==> config.mk <==
export PLATFORM = sky130hd
export DESIGN_NAME = uart_top
export DESIGN_NICKNAME = d
export VERILOG_FILES = /design/src/source/uart_pkg.sv /design/src/source/uart_ctrl_if.sv /design/src/source/uart_apb_regs.sv /design/src/source/uart_tx.sv /design/src/source/uart_rx.sv /design/src/source/uart_top.sv
export SDC_FILE = /design/constraint.sdc
export NUM_CORES = 1
export LEC_CHECK = 0
export BUFFER_PORTS_ARGS = -buffer_cell sky130_fd_sc_hd__buf_2
export CAP_MARGIN = 15
export CORE_MARGIN = 5
export CORE_UTILIZATION = 50
export DETAILED_ROUTE_END_ITERATION = 6
export PLACE_DENSITY = 0.74
export REMOVE_ABC_BUFFERS = 1
export SLEW_MARGIN = 20
export SYNTH_ARGS = -nofsm -noshare
export SYNTH_HDL_FRONTEND = slang
export SYNTH_SLANG_ARGS = --single-unit
==> constraint.sdc <==
create_clock -name clk -period 3.36 [get_ports clk]
set_input_delay 0.168 -clock clk [delete_from_list [all_inputs] [get_ports clk]]
set_output_delay 0.168 -clock clk [all_outputs]
set_load 0.05 [all_outputs]
==> src/source/uart_pkg.sv <==
package uart_pkg;

  // transmitter FSM
  typedef enum logic [2:0] {
    TX_IDLE        = 3'd0,
    TX_START       = 3'd1,
    TX_DATA        = 3'd2,
    TX_STOP        = 3'd3,
    TX_WAIT_GO_LOW = 3'd4  // frame done, go still high
  } tx_state_e;

  // receiver FSM
  typedef enum logic [1:0] {
    RX_IDLE  = 2'd0,
    RX_START = 2'd1,  // waiting for mid start bit
    RX_DATA  = 2'd2,
    RX_STOP  = 2'd3
  } rx_state_e;

  // apb register offsets
  typedef enum logic [3:0] {
    REG_DATA   = 4'h0,
    REG_STATUS = 4'h4
  } reg_addr_e;

  // bit positions in the status register
  localparam int STAT_TX_BUSY    = 0;
  localparam int STAT_RX_VALID   = 1;
  localparam int STAT_RX_OVERRUN = 2;

endpackage

==> src/source/uart_ctrl_if.sv <==
interface uart_ctrl_if;

  logic [7:0] tx_data;  // byte to send, stable while tx_go
  logic       tx_go;
  logic       tx_bsy;   // high from start bit through stop bit
  logic [7:0] rx_data;
  logic       rx_valid;
  logic       rx_ack;   // one-cycle pulse from the register block

  modport regs (
    output tx_data, tx_go, rx_ack,
    input  tx_bsy, rx_data, rx_valid
  );

  modport tx (
    input  tx_data, tx_go,
    output tx_bsy
  );

  modport rx (
    output rx_data, rx_valid,
    input  rx_ack
  );

endinterface

==> src/source/uart_apb_regs.sv <==
module uart_apb_regs (
  input  logic        clk,
  input  logic        rst_n,
  input  logic        psel,
  input  logic        penable,
  input  logic        pwrite,
  input  logic [3:0]  paddr,
  input  logic [31:0] pwdata,
  output logic [31:0] prdata,
  output logic        pslverr,
  input  logic        overrun,
  uart_ctrl_if.regs   ctrl
);

  import uart_pkg::*;

  logic        access;
  logic        addr_data;
  logic        addr_status;
  logic        unmapped;
  logic        busy;
  logic        wr_reject;
  logic        data_wr;
  logic        status_rd;
  logic        seen_bsy;   // transmitter has picked up the current go
  logic        overrun_q;  // sticky
  logic [31:0] status_word;

  assign access = psel & penable;  // no wait states

  always_comb begin
    addr_data   = 1'b0;
    addr_status = 1'b0;
    unmapped    = 1'b0;
    case (paddr)
      REG_DATA:   addr_data   = 1'b1;
      REG_STATUS: addr_status = 1'b1;
      default:    unmapped    = 1'b1;
    endcase
  end

  assign busy      = ctrl.tx_go | ctrl.tx_bsy;
  assign wr_reject = access & pwrite & addr_data & busy;
  assign data_wr   = access & pwrite & addr_data & ~busy;
  assign status_rd = access & ~pwrite & addr_status;
  assign pslverr   = (access & unmapped) | wr_reject;

  // reading DATA consumes the received byte
  assign ctrl.rx_ack = access & ~pwrite & addr_data;

  always_comb begin
    status_word                  = '0;
    status_word[STAT_TX_BUSY]    = busy;
    status_word[STAT_RX_VALID]   = ctrl.rx_valid;
    status_word[STAT_RX_OVERRUN] = overrun_q;
  end

  always_comb begin
    prdata = '0;
    if (access && !pwrite) begin
      if (addr_data)        prdata = {24'h0, ctrl.rx_data};
      else if (addr_status) prdata = status_word;
    end
  end

  // holding register for the byte in flight
  always_ff @(posedge clk) begin
    if (data_wr) ctrl.tx_data <= pwdata[7:0];
  end

  always_ff @(posedge clk) begin
    if (!rst_n) begin
      ctrl.tx_go <= 1'b0;
      seen_bsy   <= 1'b0;
      overrun_q  <= 1'b0;
    end else begin
      seen_bsy <= ctrl.tx_go & (seen_bsy | ctrl.tx_bsy);

      if (data_wr) begin
        ctrl.tx_go <= 1'b1;
      end else if (ctrl.tx_go && seen_bsy && !ctrl.tx_bsy) begin
        ctrl.tx_go <= 1'b0;  // frame finished, release go
      end

      // a new overrun wins over the clearing read
      if (overrun)        overrun_q <= 1'b1;
      else if (status_rd) overrun_q <= 1'b0;
    end
  end

endmodule

==> src/source/uart_tx.sv <==
module uart_tx #(
  parameter int CLK_FREQ  = 66_000_000,
  parameter int BAUD_RATE = 9600
) (
  input  logic       clk,
  input  logic       rst_n,
  uart_ctrl_if.tx    ctrl,
  output logic       tx
);

  import uart_pkg::*;

  localparam int BIT_TIME = CLK_FREQ / BAUD_RATE;
  localparam int CNT_W    = (BIT_TIME > 1) ? $clog2(BIT_TIME) : 1;

  tx_state_e        state;
  logic [3:0]       bit_count;  // needs to reach 8
  logic [CNT_W-1:0] bit_time_counter;

  always_ff @(posedge clk) begin
    if (!rst_n) begin
      state            <= TX_IDLE;
      bit_count        <= '0;
      bit_time_counter <= '0;
      tx               <= 1'b1;
      ctrl.tx_bsy      <= 1'b0;
    end else begin
      case (state)
        TX_IDLE: begin
          if (ctrl.tx_go) begin
            ctrl.tx_bsy      <= 1'b1;
            // first tick of the start bit goes out from this edge
            bit_time_counter <= CNT_W'(BIT_TIME - 1);
            tx               <= 1'b0;
            state            <= TX_START;
          end
        end

        TX_START: begin
          if (bit_time_counter == '0) begin
            bit_time_counter <= CNT_W'(BIT_TIME - 1);
            tx               <= ctrl.tx_data[0];  // lsb first
            bit_count        <= 4'd1;
            state            <= TX_DATA;
          end else begin
            bit_time_counter <= bit_time_counter - 1'b1;
          end
        end

        TX_DATA: begin
          if (bit_time_counter == '0) begin
            bit_time_counter <= CNT_W'(BIT_TIME - 1);
            if (bit_count == 4'd8) begin
              bit_count <= '0;
              tx        <= 1'b1;  // stop bit
              state     <= TX_STOP;
            end else begin
              tx        <= ctrl.tx_data[bit_count[2:0]];
              bit_count <= bit_count + 1'b1;
            end
          end else begin
            bit_time_counter <= bit_time_counter - 1'b1;
          end
        end

        TX_STOP: begin
          if (bit_time_counter == '0) begin
            ctrl.tx_bsy <= 1'b0;
            state       <= TX_WAIT_GO_LOW;
          end else begin
            bit_time_counter <= bit_time_counter - 1'b1;
          end
        end

        TX_WAIT_GO_LOW: begin
          if (!ctrl.tx_go) state <= TX_IDLE;  // one go, one frame
        end

        default: state <= TX_IDLE;
      endcase
    end
  end

endmodule

==> src/source/uart_rx.sv <==
module uart_rx #(
  parameter int CLK_FREQ  = 66_000_000,
  parameter int BAUD_RATE = 9600
) (
  input  logic       clk,
  input  logic       rst_n,
  input  logic       rx,
  uart_ctrl_if.rx    ctrl,
  output logic       overrun
);

  import uart_pkg::*;

  localparam int BIT_TIME  = CLK_FREQ / BAUD_RATE;
  localparam int CNT_W     = (BIT_TIME > 1) ? $clog2(BIT_TIME) : 1;
  localparam int HALF_LOAD = (BIT_TIME >= 2) ? BIT_TIME / 2 - 1 : 0;

  rx_state_e        state;
  logic             rx_meta;
  logic             rx_sync;
  logic             rx_prev;
  logic             rx_fall;
  logic [2:0]       bit_count;
  logic [CNT_W-1:0] bit_time_counter;
  logic [7:0]       shift_q;

  // two-flop synchronizer, line idles high
  always_ff @(posedge clk) begin
    if (!rst_n) begin
      rx_meta <= 1'b1;
      rx_sync <= 1'b1;
      rx_prev <= 1'b1;
    end else begin
      rx_meta <= rx;
      rx_sync <= rx_meta;
      rx_prev <= rx_sync;
    end
  end

  assign rx_fall = rx_prev & ~rx_sync;

  always_ff @(posedge clk) begin
    if (!rst_n) begin
      state            <= RX_IDLE;
      bit_count        <= '0;
      bit_time_counter <= '0;
      ctrl.rx_valid    <= 1'b0;
      overrun          <= 1'b0;
    end else begin
      overrun <= 1'b0;
      if (ctrl.rx_ack) ctrl.rx_valid <= 1'b0;

      case (state)
        RX_IDLE: begin
          if (rx_fall) begin
            bit_time_counter <= CNT_W'(HALF_LOAD);  // aim at mid start bit
            state            <= RX_START;
          end
        end

        RX_START: begin
          if (bit_time_counter == '0) begin
            bit_time_counter <= CNT_W'(BIT_TIME - 1);
            bit_count        <= '0;
            // glitch shorter than half a bit is ignored
            state            <= rx_sync ? RX_IDLE : RX_DATA;
          end else begin
            bit_time_counter <= bit_time_counter - 1'b1;
          end
        end

        RX_DATA: begin
          if (bit_time_counter == '0) begin
            bit_time_counter <= CNT_W'(BIT_TIME - 1);
            shift_q          <= {rx_sync, shift_q[7:1]};  // lsb arrives first
            bit_count        <= bit_count + 1'b1;
            if (bit_count == 3'd7) state <= RX_STOP;
          end else begin
            bit_time_counter <= bit_time_counter - 1'b1;
          end
        end

        RX_STOP: begin
          if (bit_time_counter == '0) begin
            if (rx_sync) begin  // framing error drops the byte
              ctrl.rx_data  <= shift_q;
              ctrl.rx_valid <= 1'b1;
              overrun       <= ctrl.rx_valid & ~ctrl.rx_ack;
            end
            state <= RX_IDLE;
          end else begin
            bit_time_counter <= bit_time_counter - 1'b1;
          end
        end

        default: state <= RX_IDLE;
      endcase
    end
  end

endmodule

==> src/source/uart_top.sv <==
module uart_top #(
  parameter int CLK_FREQ  = 66_000_000,
  parameter int BAUD_RATE = 9600
) (
  input  logic        clk,
  input  logic        rst_n,
  input  logic        psel,
  input  logic        penable,
  input  logic        pwrite,
  input  logic [3:0]  paddr,
  input  logic [31:0] pwdata,
  output logic [31:0] prdata,
  output logic        pslverr,
  output logic        tx,
  input  logic        rx
);

  logic overrun;  // pulse from receiver to sticky status bit

  uart_ctrl_if ctrl_if ();

  uart_apb_regs i_regs (
    .clk     (clk),
    .rst_n   (rst_n),
    .psel    (psel),
    .penable (penable),
    .pwrite  (pwrite),
    .paddr   (paddr),
    .pwdata  (pwdata),
    .prdata  (prdata),
    .pslverr (pslverr),
    .overrun (overrun),
    .ctrl    (ctrl_if.regs)
  );

  uart_tx #(
    .CLK_FREQ  (CLK_FREQ),
    .BAUD_RATE (BAUD_RATE)
  ) i_tx (
    .clk   (clk),
    .rst_n (rst_n),
    .ctrl  (ctrl_if.tx),
    .tx    (tx)
  );

  uart_rx #(
    .CLK_FREQ  (CLK_FREQ),
    .BAUD_RATE (BAUD_RATE)
  ) i_rx (
    .clk     (clk),
    .rst_n   (rst_n),
    .rx      (rx),
    .ctrl    (ctrl_if.rx),
    .overrun (overrun)
  );

endmodule

=== Word level (Yosys, flattened, before mapping) ===
Index checks and enable logic that the tools add are counted.

* $add $sub $neg: 4
* Multiply operators: 0
* Divide/modulo/power cells: 0
* Magnitude comparators: 1
* Equal/unequal tests: 23
* Shifts and indexed selects: 0
* Multiplexer cells: 53
* Bitwise logic cells: 19
* Reductions and logical operators: 30

{| class="wikitable"
|+ Operator list
! cell !! number
|-
| 13-bit 2-to-1 mux || 6
|-
| 13-bit one-hot mux with 3 select lines || 2
|-
| 32-bit 2-to-1 mux || 2
|-
| 3-bit 2-to-1 mux || 9
|-
| 13-bit zero test || 2
|-
| 13-bit by 1-bit subtractor with 13-bit output (second input constant) || 2
|-
| 1-bit 2-to-1 mux || 18
|-
| 2-bit by 1-bit inequality test with 1-bit output (second input constant) || 9
|-
| 3-bit one-hot mux with 5 select lines || 1
|-
| 3-bit AND reduction || 5
|-
| 1-bit bitwise AND || 12
|-
| 2-bit 2-to-1 mux || 6
|-
| 4-bit 2-to-1 mux || 3
|-
| 2-bit nonzero test || 5
|-
| 2-bit inequality test (second input constant) || 4
|-
| 2-bit one-hot mux with 4 select lines || 1
|-
| 4-bit one-hot mux with 2 select lines || 1
|-
| 4-bit AND reduction || 2
|-
| 3-bit by 2-bit == test with 1-bit output (second input constant) || 2
|-
| 3-bit == test (second input constant) || 2
|-
| 3-bit one-hot mux with 2 select lines || 1
|-
| 6-bit AND reduction || 1
|-
| 3-bit nonzero test || 2
|-
| 2-bit OR reduction || 3
|-
| 20 further kinds || 29
|}

* Register bits: 72
* Bits in latches: 0
* Bits in writable memories: 0
* Bits in read-only memories: 0
* Bits of input ports: 42
* Output and inout bits: 34
* Word-level logic and storage cells: 149
* Memories: 0

=== Logic depth before layout (Yosys ltp) ===
Gate-level depths: netlist of the first run.

* Depth in word-level cells: 7
* Depth in mapped cells: 8
* Depth with buffers taken out: 7

=== Modules after synthesis ===
Synthesis of the first run repeated with hierarchy kept, for this count alone.

* Cell total of the unflattened synthesis: 387
* Area, all modules: 3822.4 um^2

{| class="wikitable"
|+ By module, submodules not included
! module !! instances !! cells each !! area an instance (um^2) !! sequential area each (um^2)
|-
| uart_rx || 1 || 176 || 1828.0 || 940.9
|-
| uart_tx || 1 || 148 || 1296.2 || 440.4
|-
| uart_apb_regs || 1 || 63 || 698.2 || 300.3
|}

=== Worst setup path before layout of the first run ===
OpenSTA, ideal clock, no wires.

* Path kind: input-to-output
* From: input port paddr[1]
* To: output port prdata[0]
* Data arrival time: 1.859 ns
* Data required time: 3.192 ns
* Setup slack: 1.333 ns
* Stages on the path: 3
* Buffers on the path: 0
* Cells stage by stage: nor3_1 nand3b_1 a211oi_1

* Word-level cells in the longest chain between the ends: 5
* Elaborated cells on any way between the ends: 7
* Those cells by class: 1 x eq/ne; 5 x mux; 1 x reduce/logical

{| class="wikitable"
|+ RTL lines
! what !! line !! RTL
|-
| start: declaration || uart_top.sv:10 || <nowiki>input logic [3:0] paddr,</nowiki>
|-
| 4-bit by 3-bit == test with 1-bit output || uart_apb_regs.sv:35 || <nowiki>case (paddr)</nowiki>
|-
| 1-bit 2-to-1 mux || uart_apb_regs.sv:35 ||
|-
| 3-bit 2-to-1 mux || uart_apb_regs.sv:62 || <nowiki>else if (addr_status) prdata = status_word;</nowiki>
|-
| 32-bit 2-to-1 mux (*) || uart_apb_regs.sv:61 || <nowiki>if (addr_data) prdata = {24'h0, ctrl.rx_data};</nowiki>
|-
| 32-bit 2-to-1 mux (*) || uart_apb_regs.sv:60 || <nowiki>if (access && !pwrite) begin</nowiki>
|-
| end: declaration || uart_top.sv:12 || <nowiki>output logic [31:0] prdata,</nowiki>
|}

Every way passes the cells marked *; elsewhere a longest branch is shown, timed or not.

=== Worst setup path after layout of the first run ===
* From: register i_rx.bit_time_counter[0]
* To: register i_rx.ctrl.rx_data[5], enable pin

* Word-level cells in the longest chain between the ends: 2

{| class="wikitable"
|+ RTL lines
! what !! line !! RTL
|-
| start: declaration || uart_rx.sv:24 || <nowiki>logic [CNT_W-1:0] bit_time_counter;</nowiki>
|-
| start signal: assignment || uart_rx.sv:56 || <nowiki>bit_time_counter <= CNT_W'(HALF_LOAD);</nowiki>
|-
| start signal: assignment || uart_rx.sv:63 || <nowiki>bit_time_counter <= CNT_W'(BIT_TIME - 1);</nowiki>
|-
| start signal: assignment || uart_rx.sv:68 || <nowiki>bit_time_counter <= bit_time_counter - 1'b1;</nowiki>
|-
| 13-bit zero test || uart_rx.sv:84 || <nowiki>if (bit_time_counter == '0) begin</nowiki>
|-
| 4-bit AND reduction (no line) || -- ||
|-
| end signal: assignment || uart_rx.sv:86 || <nowiki>ctrl.rx_data <= shift_q;</nowiki>
|-
| end: declaration || uart_ctrl_if.sv:21 || <nowiki>output rx_data, rx_valid,</nowiki>
|}

No other way between the ends.
A chain may end at the register's enable or synchronous reset.

==> metrics.yaml, run 1 <==
grt:
  overflow: 0
  grt_max_degree: 28
  grt_pass1_wl_um: 13800
  grt_pass1_vias: 2989
  track_usage: 0.177
  antenna_found_initial: 0
timing:
  fin_skew_ps: 10.2
  worst_slew_pin_slew_ps: 677
  fin_setup_tns_ps: 0
  timing.fmax_mhz: 411
  fin_crit_ps: 2430
  finalSetupViolations: 0
  max_slew_margin: 0.548
  rsz0062_at_grt: "no"
  fin_crit_sh: 0.723
  final_max_slew_viol_count: 0
  finalHoldViolations: 0
cts:
  cts_resized: 0
  cts_setup_buffers: 0
  path_clk_slew_ps: 70
  cts_max_path_buffers: 2
  clkLatencyLatePin_ps: 350
  root_buffer: "clkbuf_8"
  cts_max_level: 3
  cts_tree: "yes"
  cts-buffers-inserted: 9
  cts.sinks: 72
logic_synthesis:
  synth.most_common_cell: "dfxtp_1"
  syn_inst: 404
  syn-cell-area_um2: 3790
  synth_top_area_cell: "dfxtp_1"
  synth_edf_count: 24
  dominantRegCellSynth: "dfxtp_1"
  async_flop_share: 0
  ys_seq_elements: 72
  synth_commonest_cells: "dfxtp_1 (48), nor2_1 (40), nand2_1 (28)"
  avgSynthCellArea_um2: 9.38
  ys_seq_area_frac: 0.444
  synthTopCellsByArea: "dfxtp_1 (25%), edfxtp_1 (19%), buf_4 (5.0%)"
  synth_top_area_share: 0.254
  synth_cell_types: 64
  synth.yosys.warnings: 0
outcome:
  status: "finished clean"
final_layout:
  drive_gt1_frac: 0.147
  layout.nets: 492
  antenna_cells: 0
  area.growth.synth_to_final_pct: 10.5
routing:
  drt_iter0_drc: 174
  vias: 3003
  via_per_inst: 5.54
  wl_per_cell_um: 14.4
  routed_wl_um: 7810
  drt-pass1-iter-count: 5
  drt_drc_violations_left: 0
  antenna_left: 0
place:
  io_buffers: 27
  post-dp-hpwl_um: 5420
  gp_congestion: 0.873
floorplan:
  io_pins: 76
  die_w_um: 97.0
  die_h_um: 97.0
  initial_core_util: 0.517
  core_area_um2: 7330
  placementRows: 31
  dieArea_um2: 9420
critical_path:
  path_cells: "inv_1 > ha_1 > nor4b_2 > and3_1 > nand3_1 > nor2_1"
  slowest_delay_ps: 540
  path_max_fanout: 10
  worstSetupEndpointType: "flip-flop"
  cp.required_ps: 3340
  cp_top_family: "simple AND/OR/NAND/NOR gates"
  critical_path_class: "reg2reg"
  cp-start-kind: "flip-flop"
  cp.arrival_ps: 2410
  cp_slowest_cell: "nor2_1"
  path_buf_inv: 1
power:
  power.share.clock: 0.292
  power_frac_seq: 0.442
  vdd_drop_max_mv: 0.380
  power.density_nw_per_um2: 542
  internal-power_w: 0.00149
  switching_share: 0.343
  p_switching_w: 0.000778
  p_leak_nw: 1.68
  p_comb_frac: 0.266
  power_w: 0.00227
flow_run:
  max-cap-violations: 0
worst_hold_path:
  hold_class: "in2reg"
-- layer usage --
| layer | wire (µm) | up-vias | track usage | part of all wire |
|---|---|---|---|---|
| met5 | 0 | - | 0 | 0 |
| met4 | 100 | 0 | 0.0594 | 0.013 |
| met3 | 415 | 10 | 0.0604 | 0.053 |
| met2 | 3840 | 82 | 0.304 | 0.49 |
| li1 | - | 1475 | - | - |
| met1 | 3460 | 1436 | 0.205 | 0.44 |
-- final cells by class --
cell class              count  area [µm²]
clock buffers              10         128
clock inverters             6        58.8
fillers                   647        3140
inverters                  21        78.8
multi-input cells         296        1880
flip-flops and latches     72        1680
well taps                  99         124
repair buffers             38         240
-- registers in the layout, summed over array words and instances (netlist names), named ones only --
| signal | count |
|---|---|
| i_tx.bit_count | 4 |
| i_rx.rx_meta | 1 |
| i_regs.seen_bsy | 1 |
| i_rx.bit_time_counter | 13 |
| i_tx.tx | 1 |
| i_rx.bit_count | 3 |
| i_tx.state | 3 |
| i_rx.ctrl.rx_valid | 1 |
| i_rx.shift_q | 8 |
| i_tx.ctrl.tx_bsy | 1 |
| i_regs.ctrl.tx_go | 1 |
| i_rx.ctrl.rx_data | 8 |
| i_rx.overrun | 1 |
| i_rx.rx_prev | 1 |
| i_rx.state | 1 |
| i_regs.ctrl.tx_data | 8 |
| i_tx.bit_time_counter | 13 |
| i_rx.rx_sync | 1 |
| i_regs.overrun_q | 1 |
-- placed cells by master (no fill, tap or decap), types with 16 or more instances in the layout --
cell type / count
nor3_1: 16
inv_1: 20
buf_2: 27
a21oi_1: 23
dfxtp_1: 48
o21ai_0: 23
edfxtp_1: 24
conb_1: 24
nor2_1: 40
nand2_1: 28
-- timing repair --
item / 4_1_cts / 5_1_grt
hold buffers: 9 / 0
endpoints found under the hold margin: 9 / 0
setup endpoints to repair: 0 / 0
-- cells by family after synthesis --
family,Yosys count,share of synthesized area
adders and majority gates,12,0.0396
muxes,6,0.0225
other,1,0.000990
AOI/OAI and AO/OA,88,0.150
xor gates and xnor gates,12,0.0277
buffers and inverters,59,0.0835
and+or+nand+nor,154,0.232
DFF,72,0.444
-- path summary, 6_finish.rpt --
check / cells after the start / startpoint / to / slack (ps)
max: 6 / i_rx.bit_time_counter[0] / i_rx.ctrl.rx_data[5] / 930
min: 2 / rst_n / i_rx.rx_prev / 250
max reg2reg: 6 / i_rx.bit_time_counter[0] / i_rx.ctrl.rx_data[5] / 930
min reg2reg: 1 / i_rx.rx_meta / i_rx.rx_sync / 410
-- worst register-to-register path, cell delays in order, from the launching register on --
cell,delay (ps)
dfxtp_1,330
inv_1,100
ha_1,160
nor4b_2,310
and3_1,430
nand3_1,190
nor2_1,540
-- metrics by stage --
| step | utilization | hold slack, ps | area (µm²) | std cells | setup slack (ps) |
|---|---|---|---|---|---|
| floorplan | - | 237 | 3640 | 389 | 1290 |
| global placement | 0.534 | 345 | 3910 | 517 | 993 |
| detailed placement | 0.534 | 346 | 3910 | 517 | 916 |
| CTS | 0.571 | 230 | 4190 | 542 | 910 |
| global route | 0.571 | 259 | 4190 | 542 | 670 |
| finish | 0.571 | 246 | 4190 | 542 | 930 |
-- power by group through the flow --
| stage | sequential, W | combinational, W | clock [W] |
|---|---|---|---|
| after floorplan | 0.00101 | 0.000469 | 0 |
| after global placement | 0.00102 | 0.000571 | 0 |
| after detailed placement | 0.00102 | 0.000589 | 0 |
| after CTS | 0.00100 | 0.000599 | 0.000677 |
| after global routing | 0.00101 | 0.000674 | 0.000726 |
| final | 0.00100 | 0.000604 | 0.000662 |
No activity file was read; power rests on OpenSTA's default activity.
==> inputs of run 2 (changes only) <==
Settings changed: PLACE_DENSITY 0.74 to 0.76.
Clock period 3.36 ns to 2.2 ns, I/O delays scaled along.
==> run 2 against run 1 <==
Non-clock buffer count grew 6. Wire length up 2.2%. Die area stayed put. Register-to-register slack worse by 770 ps. Setup slack got worse by 770 ps. Clock power up 45%. Critical endpoint is now i_rx.bit_time_counter[8].
==> metrics.yaml, run 2 (synthesized netlist as in run 1, its figures left out) <==
critical_path:
  path_max_fanout: 6  # -4
  critical_path_class: "reg2reg"
  cp-start-kind: "flip-flop"
  cp.arrival_ps: 2320  # -90 ps
  cp.required_ps: 2480  # -860 ps
  worstSetupEndpointType: "flip-flop"
cts:
  cts_setup_buffers: 0  # unchanged
  path_clk_slew_ps: 80  # about the same
  cts_max_path_buffers: 2  # unchanged
  cts_max_level: 3  # unchanged
  cts-buffers-inserted: 9  # unchanged
  cts.sinks: 72  # unchanged
  cts_tree: "yes"
  clkLatencyLatePin_ps: 350  # about the same
  root_buffer: "clkbuf_8"
power:
  power.density_nw_per_um2: 818  # +51%
  p_comb_frac: 0.282  # +0.016
  switching_share: 0.360  # +0.0172
  internal-power_w: 0.00222  # +49%
  power.share.clock: 0.276  # -0.016
  power_frac_seq: 0.442  # about the same
  p_switching_w: 0.00125  # +61%
  vdd_drop_max_mv: 0.630  # +66%
  p_leak_nw: 1.73  # +2.6%
timing:
  rsz0062_at_grt: "no"
  worst_slew_pin_slew_ps: 695  # +18.5 ps
  timing.fmax_mhz: 491  # +19%
  fin_crit_ps: 2040  # -395 ps
  fin_setup_tns_ps: 0  # unchanged
  timing.final.ws_setup_ps: 164  # -765 ps
  max_slew_margin: 0.536  # -0.0124
  fin_crit_sh: 0.925  # +0.202
  finalHoldViolations: 0  # unchanged
  finalSetupViolations: 0  # unchanged
  fin_skew_ps: 12.5  # +2.25 ps
  final_max_slew_viol_count: 0  # unchanged
grt:
  grt_pass1_vias: 2935  # -1.8%
  track_usage: 0.176  # -0.000454
  grt_pass1_wl_um: 13900  # +0.40%
  overflow: 0  # unchanged
  antenna_found_initial: 0  # unchanged
  grt_max_degree: 25  # -11%
final_layout:
  top_regs: "i_rx.bit_time_counter x13, i_tx.bit_time_counter x13"
  drive_gt1_frac: 0.165  # +0.0181
  final_cell_mix: "dfxtp_1 (48), nor2_1 (40), nand2_1 (28)"
  antenna_cells: 0  # unchanged
  layout.nets: 498  # +1.2%
  area.growth.synth_to_final_pct: 12.0
  mostFrequentLayoutCell: "dfxtp_1"
floorplan:
  placementRows: 31  # unchanged
  core_area_um2: 7330  # unchanged
  die_h_um: 97.0  # unchanged
  io_pins: 76  # unchanged
  initial_core_util: 0.517  # unchanged
  dieArea_um2: 9420  # unchanged
  die_w_um: 97.0  # unchanged
routing:
  vias: 3044  # +1.4%
  drt-pass1-iter-count: 4  # -1
  wl_per_cell_um: 14.6  # +1.1%
  drt_iter0_drc: 188  # +8.0%
  via_per_inst: 5.55  # +0.26%
  antenna_left: 0  # unchanged
  routed_wl_um: 7980  # +2.2%
  drt_drc_violations_left: 0  # unchanged
worst_hold_path:
  hold_class: "in2reg"
place:
  gp_congestion: 0.878  # +0.60%
  post-dp-hpwl_um: 5680  # +4.7%
  dp_slack_ps: 176  # -741 ps
  io_buffers: 27  # unchanged
flow_run:
  max-cap-violations: 0  # unchanged
outcome:
  status: "finished clean"
==> run 2: critical path, cell delays in order (launching register included) <==
cell and delay, ps:
dfxtp_1 340, inv_1 100, ha_1 280, or4b_4 530, nor4_4 210, nor2_1 60
or3_1 310, a21oi_1 140
==> run 2: metrics by stage <==
step / instances / utilization / hold slack [ps] / area (µm²) / total power (W)
floorplan: 389 / - / 179 / 3640 / 0.00225
global placement: 523 / 0.540 / 287 / 3960 / 0.00245
detailed placement: 523 / 0.540 / 288 / 3960 / 0.00249
CTS: 548 / 0.576 / 185 / 4220 / 0.00346
global route: 548 / 0.579 / 205 / 4240 / 0.00367
finish: 548 / 0.579 / 205 / 4240 / 0.00347
==> run 2: power groups by stage <==
stage,clock (W),combinational [W],sequential [W]
finish,0.000958,0.000977,0.00153
global route,0.00105,0.00108,0.00155
CTS,0.000979,0.000951,0.00153
detailed placement,0,0.000934,0.00156
global placement,0,0.000903,0.00155
floorplan,0,0.000716,0.00154
==> run 2: area by class of cell <==
| class | instances | area (µm²) |
|---|---|---|
| inverter | 21 | 78.8 |
| multi-input combinational | 296 | 1890 |
| clock inverter | 7 | 53.8 |
| sequential | 72 | 1680 |
| timing repair buffer | 44 | 285 |
| clock buffer | 9 | 124 |
| tap | 99 | 124 |
| fill | 629 | 3090 |
==> run 2: final timing paths <==
path	from	endpoint	slack (ps)	cells after the start
setup / recovery	i_rx.bit_time_counter[0]	i_rx.bit_time_counter[8]	160	7
hold / removal	rst_n	i_rx.rx_prev	200	3
setup reg to reg	i_rx.bit_time_counter[0]	i_rx.bit_time_counter[8]	160	7
hold reg to reg	i_rx.rx_meta	i_rx.rx_sync	420	1
==> run 2: timing repair <==
action,CTS,global route
hold buffers,9,0
gates resized for setup,0,4
setup endpoints to repair,0,13
hold endpoints to repair,9,0
==> run 2: metal layers <==
| layer | global-route usage | up-vias | routed length [µm] |
|---|---|---|---|
| li1 | - | 1489 | - |
| met1 | 0.218 | 1441 | 3280 |
| met2 | 0.291 | 100 | 4000 |
| met3 | 0.0518 | 14 | 588 |
| met4 | 0.0659 | 0 | 116 |
| met5 | 0 | - | 0 |
